### src/source/gb_ctrl_pkg.sv
package gb_ctrl_pkg;

    localparam int OPCODE_W = 8;
    localparam int MCYCLE_W = 3;

    ////////////////////////////////////////////////////////////
    // Field encodings
    ////////////////////////////////////////////////////////////

    typedef enum logic [3:0] {
        CLS_NOP, CLS_LD_REG, CLS_ALU_REG, CLS_LD16_IMM,
        CLS_JR, CLS_JP, CLS_CALL, CLS_PUSH,
        CLS_POP, CLS_HALT, CLS_STOP, CLS_INVALID
    } instr_class_e;

    typedef enum logic [1:0] {BUS_IDLE, BUS_FETCH, BUS_WRITE, BUS_READ} bus_op_e;
    typedef enum logic [1:0] {AB_PC, AB_TEMP, AB_HL, AB_SP} ab_src_e;
    typedef enum logic [1:0] {CT_KEEP, CT_INC, CT_DEC} ct_op_e;
    typedef enum logic [1:0] {PC_INCR, PC_VECTOR, PC_TEMP} pc_src_e;
    typedef enum logic [1:0] {DST_ACC, DST_FLAGS_ONLY, DST_REG, DST_NONE} alu_dst_e;

    // Hardware register order of the instruction set
    typedef enum logic [2:0] {
        REG_B, REG_C, REG_D, REG_E, REG_H, REG_L, REG_F, REG_A
    } reg_sel_e;

    typedef enum logic [1:0] {COND_NZ, COND_Z, COND_NC, COND_C} cond_e; // opcode[4:3]

    // ALU operand and data bus selects
    localparam logic [1:0] ALU_A_ACC  = 2'b00;
    localparam logic [1:0] ALU_A_REG  = 2'b10;
    localparam logic [2:0] ALU_B_REG  = 3'b010;
    localparam logic [2:0] ALU_B_ZERO = 3'b011;
    localparam logic [2:0] ALU_OP_OR  = 3'b110; // OR with zero passes operand A
    localparam logic [1:0] DB_SRC_REG   = 2'b00;
    localparam logic [1:0] DB_SRC_FLAGS = 2'b01;

    ////////////////////////////////////////////////////////////
    // Control structs
    ////////////////////////////////////////////////////////////

    typedef struct packed {
        logic [1:0] alu_src_a;
        logic [2:0] alu_src_b;
        logic [2:0] alu_op;
        alu_dst_e   alu_dst;
        reg_sel_e   rf_rd_sel;
        reg_sel_e   rf_wr_sel;
        bus_op_e    bus_op;
        logic [1:0] db_src;
        ab_src_e    ab_src;
        ct_op_e     ct_op;
        logic       flags_we;
    } ctrl_word_t;

    typedef struct packed {
        pc_src_e pc_src;
        logic    pc_we;
        logic    pc_b_sel;
        logic    pc_jr;
    } pc_ctrl_t;

    typedef struct packed {
        logic z;
        logic c;
    } cpu_flags_t;

    typedef struct packed {
        logic [OPCODE_W-1:0] opcode;
        instr_class_e        cls;
        ctrl_word_t          word;
    } decoded_t;

    // Register pair halves from opcode[5:4]
    function automatic reg_sel_e pair_high(input logic [OPCODE_W-1:0] op);
        return reg_sel_e'({op[5:4], 1'b0});
    endfunction

    function automatic reg_sel_e pair_low(input logic [OPCODE_W-1:0] op);
        return reg_sel_e'({op[5:4], 1'b1});
    endfunction

endpackage
### src/source/gb_control.sv
`timescale 1ns/1ps

module gb_control (
    input  logic                             clk,
    input  logic                             rst,
    input  logic [gb_ctrl_pkg::OPCODE_W-1:0] opcode_early,
    input  logic [gb_ctrl_pkg::MCYCLE_W-1:0] m_cycle,
    input  gb_ctrl_pkg::cpu_flags_t          flags,
    output gb_ctrl_pkg::ctrl_word_t          ctrl,
    output gb_ctrl_pkg::pc_ctrl_t            pc_ctrl,
    output logic                             next,
    output logic                             stop,
    output logic                             halt
);
    import gb_ctrl_pkg::*;

    decoded_t dec; // Registered decode, one clock after opcode_early

    opcode_decoder i_opcode_decoder (
        .clk          (clk),
        .rst          (rst),
        .opcode_early (opcode_early),
        .dec          (dec)
    );

    cycle_sequencer i_cycle_sequencer (
        .dec     (dec),
        .m_cycle (m_cycle),
        .flags   (flags),
        .ctrl    (ctrl),
        .pc_ctrl (pc_ctrl),
        .next    (next),
        .stop    (stop),
        .halt    (halt)
    );

endmodule

### src/source/cycle_sequencer.sv
`timescale 1ns/1ps

module cycle_sequencer (
    input  gb_ctrl_pkg::decoded_t            dec,
    input  logic [gb_ctrl_pkg::MCYCLE_W-1:0] m_cycle,
    input  gb_ctrl_pkg::cpu_flags_t          flags,
    output gb_ctrl_pkg::ctrl_word_t          ctrl,
    output gb_ctrl_pkg::pc_ctrl_t            pc_ctrl,
    output logic                             next,
    output logic                             stop,
    output logic                             halt
);
    import gb_ctrl_pkg::*;

    logic uncond;
    logic cond_met;
    logic taken;
    logic end_cycle;

    ////////////////////////////////////////////////////////////
    // Branch condition
    ////////////////////////////////////////////////////////////

    always_comb begin
        // JR uses bit 5 for the conditional forms, JP and CALL use bit 0
        uncond = (dec.cls == CLS_JR) ? !dec.opcode[5] : dec.opcode[0];
        case (cond_e'(dec.opcode[4:3]))
            COND_NZ: cond_met = !flags.z;
            COND_Z:  cond_met = flags.z;
            COND_NC: cond_met = !flags.c;
            default: cond_met = flags.c;
        endcase
        taken = uncond || cond_met;
    end

    ////////////////////////////////////////////////////////////
    // Per-cycle overrides
    ////////////////////////////////////////////////////////////

    always_comb begin
        ctrl             = dec.word;
        pc_ctrl.pc_src   = PC_INCR;
        pc_ctrl.pc_we    = 1'b0;
        pc_ctrl.pc_b_sel = m_cycle[0];
        pc_ctrl.pc_jr    = 1'b0;
        stop             = 1'b0;
        halt             = 1'b0;
        next             = 1'b0;
        end_cycle        = 1'b1; // Past the sequence means end word

        if (m_cycle > 3'd5) begin
            // No instruction runs this long
            stop = 1'b1;
            halt = 1'b1;
            next = 1'b1;
        end else begin
            case (dec.cls)
                CLS_HALT:
                    halt = (m_cycle == 3'd0);
                CLS_STOP:
                    stop = (m_cycle == 3'd0);
                CLS_INVALID: begin
                    stop = (m_cycle == 3'd0);
                    halt = (m_cycle == 3'd0);
                end
                CLS_LD16_IMM: begin
                    if (m_cycle < 3'd2)
                        end_cycle = 1'b0;
                    else if (m_cycle == 3'd2)
                        ctrl.rf_wr_sel = pair_high(dec.opcode);
                end
                CLS_JR: begin
                    if (m_cycle == 3'd0) begin
                        end_cycle = 1'b0;
                    end else if (m_cycle == 3'd1 && taken) begin
                        pc_ctrl.pc_jr = 1'b1;
                        end_cycle     = 1'b0;
                    end
                end
                CLS_JP: begin
                    if (m_cycle < 3'd2) begin
                        end_cycle = 1'b0;
                    end else if (m_cycle == 3'd2 && taken) begin
                        pc_ctrl.pc_src = PC_TEMP;
                        pc_ctrl.pc_we  = 1'b1;
                        ctrl.bus_op    = BUS_IDLE;
                        end_cycle      = 1'b0;
                    end
                end
                CLS_CALL: begin
                    case (m_cycle)
                        3'd0, 3'd1:
                            end_cycle = 1'b0;
                        3'd2: begin
                            if (taken) begin
                                ctrl.bus_op = BUS_IDLE; // SP pre-decrement
                                ctrl.ct_op  = CT_DEC;
                                end_cycle   = 1'b0;
                            end
                        end
                        3'd3: begin
                            ctrl.bus_op = BUS_WRITE; // Return address high
                            ctrl.ab_src = AB_SP;
                            ctrl.ct_op  = CT_DEC;
                            end_cycle   = 1'b0;
                        end
                        3'd4: begin
                            ctrl.bus_op    = BUS_WRITE;
                            ctrl.ab_src    = AB_SP;
                            pc_ctrl.pc_src = PC_TEMP;
                            pc_ctrl.pc_we  = 1'b1;
                            end_cycle      = 1'b0;
                        end
                        default: ;
                    endcase
                end
                CLS_PUSH: begin
                    if (m_cycle == 3'd0) begin
                        end_cycle = 1'b0;
                    end else if (m_cycle < 3'd3) begin
                        ctrl.bus_op = BUS_WRITE;
                        ctrl.ab_src = AB_SP;
                        ctrl.ct_op  = CT_DEC;
                        end_cycle   = 1'b0;
                        if (m_cycle == 3'd2) begin
                            if (dec.opcode[5:4] == 2'b11)
                                ctrl.db_src = DB_SRC_FLAGS; // F goes out as the low byte
                            else
                                ctrl.rf_rd_sel = pair_low(dec.opcode);
                        end
                    end
                end
                CLS_POP: begin
                    if (m_cycle < 3'd2) begin
                        ctrl.bus_op = BUS_READ;
                        ctrl.ab_src = AB_SP;
                        end_cycle   = 1'b0;
                    end else if (m_cycle == 3'd2) begin
                        if (dec.opcode[5:4] == 2'b11) begin
                            ctrl.alu_dst  = DST_FLAGS_ONLY;
                            ctrl.flags_we = 1'b1;
                        end else begin
                            ctrl.rf_wr_sel = pair_low(dec.opcode);
                        end
                    end
                end
                default: ; // NOP, LD r,r' and ALU end at cycle 0
            endcase

            if (end_cycle) begin
                ctrl.bus_op = BUS_FETCH; // Overlap fetch of the next opcode
                ctrl.ab_src = AB_PC;
                ctrl.ct_op  = CT_INC;
            end
            next = !end_cycle;
        end
    end

endmodule

### src/source/opcode_decoder.sv
`timescale 1ns/1ps

module opcode_decoder (
    input  logic                            clk,
    input  logic                            rst,
    input  logic [gb_ctrl_pkg::OPCODE_W-1:0] opcode_early,
    output gb_ctrl_pkg::decoded_t           dec
);
    import gb_ctrl_pkg::*;

    localparam logic [OPCODE_W-1:0] OP_NOP  = 8'h00;
    localparam logic [OPCODE_W-1:0] OP_STOP = 8'h10;
    localparam logic [OPCODE_W-1:0] OP_JR   = 8'h18;
    localparam logic [OPCODE_W-1:0] OP_HALT = 8'h76;
    localparam logic [OPCODE_W-1:0] OP_JP   = 8'hC3;
    localparam logic [OPCODE_W-1:0] OP_CALL = 8'hCD;

    instr_class_e cls_early;
    ctrl_word_t   word_early;

    ////////////////////////////////////////////////////////////
    // Classification by bit fields
    ////////////////////////////////////////////////////////////

    function automatic instr_class_e classify(input logic [OPCODE_W-1:0] op);
        instr_class_e cls;
        cls = CLS_INVALID;
        case (op[7:6])
            2'b00: begin
                if (op == OP_NOP)
                    cls = CLS_NOP;
                else if (op == OP_STOP)
                    cls = CLS_STOP;
                else if (op[3:0] == 4'h1)
                    cls = CLS_LD16_IMM;
                else if (op == OP_JR || (op[5] && op[2:0] == 3'b000))
                    cls = CLS_JR; // 20/28/30/38
            end
            2'b01: begin
                if (op == OP_HALT)
                    cls = CLS_HALT;
                else if (op[2:0] != 3'd6 && op[5:3] != 3'd6)
                    cls = CLS_LD_REG;
            end
            2'b10: begin
                if (op[2:0] != 3'd6)
                    cls = CLS_ALU_REG;
            end
            default: begin
                if (op == OP_JP || (!op[5] && op[2:0] == 3'b010))
                    cls = CLS_JP;
                else if (op == OP_CALL || (!op[5] && op[2:0] == 3'b100))
                    cls = CLS_CALL;
                else if (op[3:0] == 4'h5)
                    cls = CLS_PUSH;
                else if (op[3:0] == 4'h1)
                    cls = CLS_POP;
            end
        endcase
        return cls;
    endfunction

    ////////////////////////////////////////////////////////////
    // Cycle-zero control word
    ////////////////////////////////////////////////////////////

    function automatic ctrl_word_t zero_word(input logic [OPCODE_W-1:0] op,
                                             input instr_class_e cls);
        ctrl_word_t w;
        w.alu_src_a = ALU_A_ACC;
        w.alu_src_b = ALU_B_ZERO;
        w.alu_op    = ALU_OP_OR;
        w.alu_dst   = DST_NONE;
        w.rf_rd_sel = REG_A;
        w.rf_wr_sel = REG_A;
        w.bus_op    = BUS_FETCH;
        w.db_src    = DB_SRC_REG;
        w.ab_src    = AB_PC;
        w.ct_op     = CT_INC;
        w.flags_we  = 1'b0;
        case (cls)
            CLS_LD_REG: begin
                w.alu_src_a = ALU_A_REG; // r' through the ALU unchanged
                w.alu_dst   = DST_REG;
                w.rf_rd_sel = reg_sel_e'(op[2:0]);
                w.rf_wr_sel = reg_sel_e'(op[5:3]);
            end
            CLS_ALU_REG: begin
                w.alu_src_b = ALU_B_REG;
                w.alu_op    = op[5:3];
                w.alu_dst   = DST_ACC;
                w.rf_rd_sel = reg_sel_e'(op[2:0]);
                w.flags_we  = 1'b1;
            end
            CLS_LD16_IMM: begin
                w.bus_op    = BUS_READ;
                w.rf_wr_sel = pair_low(op); // Low byte arrives first
            end
            CLS_PUSH: begin
                w.bus_op    = BUS_READ;
                w.rf_rd_sel = (op[5:4] == 2'b11) ? REG_A : pair_high(op);
            end
            CLS_POP: begin
                w.bus_op    = BUS_READ;
                w.rf_wr_sel = (op[5:4] == 2'b11) ? REG_A : pair_high(op);
            end
            CLS_JR, CLS_JP, CLS_CALL:
                w.bus_op = BUS_READ; // Operand fetch from PC
            default: ;
        endcase
        return w;
    endfunction

    always_comb begin
        cls_early  = classify(opcode_early);
        word_early = zero_word(opcode_early, cls_early);
    end

    // Opcode is one clock early, so the decode lines up with m_cycle 0
    always_ff @(posedge clk) begin
        if (rst) begin
            dec.opcode <= OP_NOP;
            dec.cls    <= CLS_NOP;
            dec.word   <= zero_word(OP_NOP, CLS_NOP);
        end else begin
            dec.opcode <= opcode_early;
            dec.cls    <= cls_early;
            dec.word   <= word_early;
        end
    end

endmodule

### config.mk
export PLATFORM = sky130hd
export DESIGN_NAME = gb_control
export DESIGN_NICKNAME = d
export VERILOG_FILES = /design/src/source/gb_ctrl_pkg.sv /design/src/source/gb_control.sv /design/src/source/cycle_sequencer.sv /design/src/source/opcode_decoder.sv
export SDC_FILE = /design/constraint.sdc
export NUM_CORES = 1
export LEC_CHECK = 0
export BUFFER_PORTS_ARGS = -buffer_cell sky130_fd_sc_hd__buf_2
export CAP_MARGIN = 10
export CORE_UTILIZATION = 49
export CTS_BUF_LIST = sky130_fd_sc_hd__clkbuf_8
export DETAILED_ROUTE_END_ITERATION = 12
export GPL_ROUTABILITY_DRIVEN = 0
export HOLD_SLACK_MARGIN = 0.08
export PLACE_DENSITY = 0.78
export REMOVE_ABC_BUFFERS = 1
export SLEW_MARGIN = 20
export SYNTH_ARGS = -nofsm -noshare
export SYNTH_HDL_FRONTEND = slang
export SYNTH_SLANG_ARGS = --single-unit
### constraint.sdc
create_clock -name clk -period 2.1 [get_ports clk]
set_clock_uncertainty 0.2 [all_clocks]
set_input_delay 0.315 -clock clk [delete_from_list [all_inputs] [get_ports clk]]
set_output_delay 0.315 -clock clk [all_outputs]
set_load 0.05 [all_outputs]
==> out/results.tsv <==
stage	metric	value	unit
status	result of the run	finished with violations	
cts	Clock Pin Slew Worst Setup and Hold Paths	0.08	ns
global_routing	largest net degree at the start of global routing	16	
global_routing	global-route total usage across every layer	30.0	%
global_routing	Remaining Overflow, GRT	0	
worst_setup_path	cell depth of the worst setup path	7	
sta	unrepaired setup endpoints after global routing	yes	
yosys	flip-flop and latch count after synthesis	23	
worst_setup_path	Crit path max-delay family	simple AND/OR/NAND/NOR gates	
finish	diode count	0	
cts	clock tree root driver cell	sky130_fd_sc_hd__clkbuf_8	
drt	average vias per placed instance	6.09	
floorplan	Initial Utilization	52.2	%
sta	slack of the critical path	-0.679	ns
drt	number of detailed-routing iterations run before antenna repair	5	
drt	Detailed Route WL	7.06	mm
finish	share of cells above drive strength 1	53.1	%
sta	total count of max-transition violations in the final report	0	
yosys	Netlist cell types	59	
finish	layout overhead on the synthesized area	64.9	%
finish	FILL cells	163	
finish	multi-input gate area in the final layout	0.00136	mm^2
power	static leakage	1.26	nW
global_routing	first-pass GRT wire length	9.36	mm
yosys	proportion of synthesized flip-flops having asynchronous set or reset	0	%
floorplan	vertical die dimension	62.1	um
sta	number of setup violations in the final report	20	
floorplan	x dimension of the die	62.1	um
yosys	per-instance average area after synthesis	7.70	um^2
worst_setup_path	critical path launch point type	register	
floorplan	Std-Cell Core Area	0.00339	mm^2
global_routing	number of global-route vias before repair	2016	
sta	Final Hold Vio Count	0	
finish	Final Util	86.2	%
yosys	register area share after synthesis	26.0	%
drt	mean routed wirelength per cell	19.2	um
cts	Num Clock Sinks	23	
finish	fin area	0.00292	mm^2
sta	Max Fclk	360	MHz
global_routing	number of antenna violations at the first check in global routing	0	
worst_setup_path	cells along the critical path	or4b_4 -> mux2i_4 -> nand2_1 -> o21ai_0 -> a311o_1 -> inv_1 -> buf_6	
finish	Reg with most FFs	i_opcode_decoder.dec	
worst_setup_path	Data required, critical path	1.58	ns
placement	port buffer count	42	
floorplan	std cell rows	21	
sta	worst rel slew slack	64.1	%
worst_setup_path	crit path DAT	2.26	ns
finish	flip-flop count of the largest register after layout	23	
worst_hold_path	path type of the worst min-delay path	in2reg	
finish	largest registers	i_opcode_decoder.dec x23	
worst_setup_path	CP max stage delay	0.57	ns
status	failing checks	setup timing	
flow_run	maxcap violations	0	
placement	detailed placement HPWL	3.76	mm
cts	H-tree lvl count	1	
worst_setup_path	Critical Path Slowest Stage Cell	sky130_fd_sc_hd__or4b_4	
sta	post-route fraction of the period consumed by the critical path	132	%
sta	Fin Hold WS	0.161	ns
drt	vias after detailed routing	2241	
power	Max IR drop VDD	0.000311	V
cts	maximum clock path buffer count	2	
drt	violation count after the first detailed-route iteration	249	
finish	final net count	338	
worst_setup_path	biggest fanout along the worst timing path	3	
cts	TritonCTS clock tree	yes	
placement	dpl cell area	0.00231	mm^2
worst_setup_path	crit path buf inv count	2	
drt	count of unresolved DRC violations after routing	0	
yosys	synthesized instance count	230	
worst_hold_path	cell count of the worst hold path	3	
yosys	warning count from the yosys run	0	
floorplan	I/O pins	48	
yosys	primary flip-flop cell chosen by synthesis mapping	sky130_fd_sc_hd__dfxtp_1	
worst_setup_path	type of the worst setup path	reg2out	
power	Power Density	464	mW/mm^2
drt	Final ANT Viol Nets	0	
sta	final critical-path required period	2.78	ns
yosys	synthesized cell area	0.00177	mm^2
finish	register area	467	um^2
floorplan	floorplan die area	0.00386	mm^2
sta	transition at the pin with the smallest max-transition slack	0.538	ns
cts	TritonCTS buffer count	3	
worst_setup_path	endpoint kind of the worst setup timing path	output pin	
yosys	number of synthesized flops with an enable pin	0	
## cell usage in the layout, fill, tap and decap left out, types with 3 or more instances in the layout
| cell | n |
|---|---|
| sky130_fd_sc_hd__buf_4 | 64 |
| sky130_fd_sc_hd__buf_6 | 23 |
| sky130_fd_sc_hd__dfxtp_1 | 20 |
| sky130_fd_sc_hd__buf_2 | 19 |
| sky130_fd_sc_hd__nor2_1 | 16 |
| sky130_fd_sc_hd__nand2_1 | 12 |
| sky130_fd_sc_hd__a21oi_1 | 11 |
| sky130_fd_sc_hd__o22a_1 | 7 |
| sky130_fd_sc_hd__o21ai_0 | 7 |
| sky130_fd_sc_hd__inv_1 | 7 |
| sky130_fd_sc_hd__nand2b_1 | 6 |
| sky130_fd_sc_hd__nor2b_1 | 6 |
| sky130_fd_sc_hd__buf_8 | 6 |
| sky130_fd_sc_hd__conb_1 | 5 |
| sky130_fd_sc_hd__nand3b_1 | 4 |
| sky130_fd_sc_hd__or2_2 | 4 |
| sky130_fd_sc_hd__a21oi_2 | 4 |
| sky130_fd_sc_hd__nor3_1 | 4 |
| sky130_fd_sc_hd__nand2b_4 | 3 |
| sky130_fd_sc_hd__nor2_4 | 3 |
| sky130_fd_sc_hd__nand3_1 | 3 |
| sky130_fd_sc_hd__a211oi_2 | 3 |
| sky130_fd_sc_hd__o22ai_1 | 3 |
| sky130_fd_sc_hd__xnor2_1 | 3 |
| sky130_fd_sc_hd__clkbuf_8 | 3 |
## per-layer routing
| metal | GRT usage (%) | share of wire [%] |
|---|---|---|
| met5 | 0 | 0 |
| met4 | 18.3 | 6.9 |
| met3 | 1.84 | 5.4 |
| met2 | 56.6 | 50 |
| met1 | 32.5 | 37 |
## area by class of cell
cell class,count,share of cell area [%]
clock buffer,3,1.41
clock inverter,1,0.257
inverter,7,0.900
multi-input combinational,174,46.4
sequential,23,16.0
tap,46,1.97
timing repair buffer,114,33.0
## power breakdown
group          internal [mW]  leakage [nW]  total [mW]  switching, mW
clock                  0.134        0.0217       0.287          0.153
sequential             0.459         0.190       0.474         0.0150
combinational          0.254          1.05       0.592          0.339
total                  0.847          1.26        1.35          0.507
## metrics by stage
stage	power [mW]	setup WS (ns)	setup TNS (ns)	cells
6_report	1.35	-0.679	-8.00	368
3_5_place_dp	0.919	-0.482	-5.31	350
2_1_floorplan	0.724	-1.80	-8.28	204
5_1_grt	1.40	-0.749	-9.19	368
4_1_cts	1.25	-0.613	-6.31	359
3_3_place_gp	0.910	-0.412	-4.29	350
## final timing paths
check                           startpoint                             endpoint
min                        opcode_early[7]  i_opcode_decoder.dec[28]$_SDFF_PP0_
max    i_opcode_decoder.dec[25]$_SDFF_PP0_                              ctrl[2]
## synthesized netlist by cell type (7+ instances only)
cell type	number	area share, %
sky130_fd_sc_hd__dfxtp_1	23	26
sky130_fd_sc_hd__nor2_1	21	4.5
sky130_fd_sc_hd__a21oi_1	16	4.5
sky130_fd_sc_hd__nand2_1	15	3.2
sky130_fd_sc_hd__buf_4	14	5.9
sky130_fd_sc_hd__clkbuf_1	13	2.8
sky130_fd_sc_hd__nand2b_1	9	3.2
sky130_fd_sc_hd__o21ai_0	8	2.3
sky130_fd_sc_hd__inv_1	7	1.5
sky130_fd_sc_hd__nor2b_1	7	2.5
sky130_fd_sc_hd__nor3_1	7	2.0
sky130_fd_sc_hd__o22a_1	7	3.5
## repair_timing
action | 4_1_cts | 5_1_grt
buffers inserted | 5 | 11
endpoints found under the setup margin | 24 | 26
gates resized for setup | 82 | 36
hold buffers | 0 | 0
pin swaps | 14 | 17
## logic make-up after synthesis
logic type | Yosys count | synth area share, %
AND/OR/NAND/NOR | 94 | 29.8
multiplexers | 2 | 1.84
AO/OA/AOI/OAI | 68 | 28.0
other | 2 | 0.424
XOR/XNOR | 5 | 2.47
flip-flops | 23 | 26.0
buffers and inverters | 36 | 11.4
(Power assumes the default switching activity.)
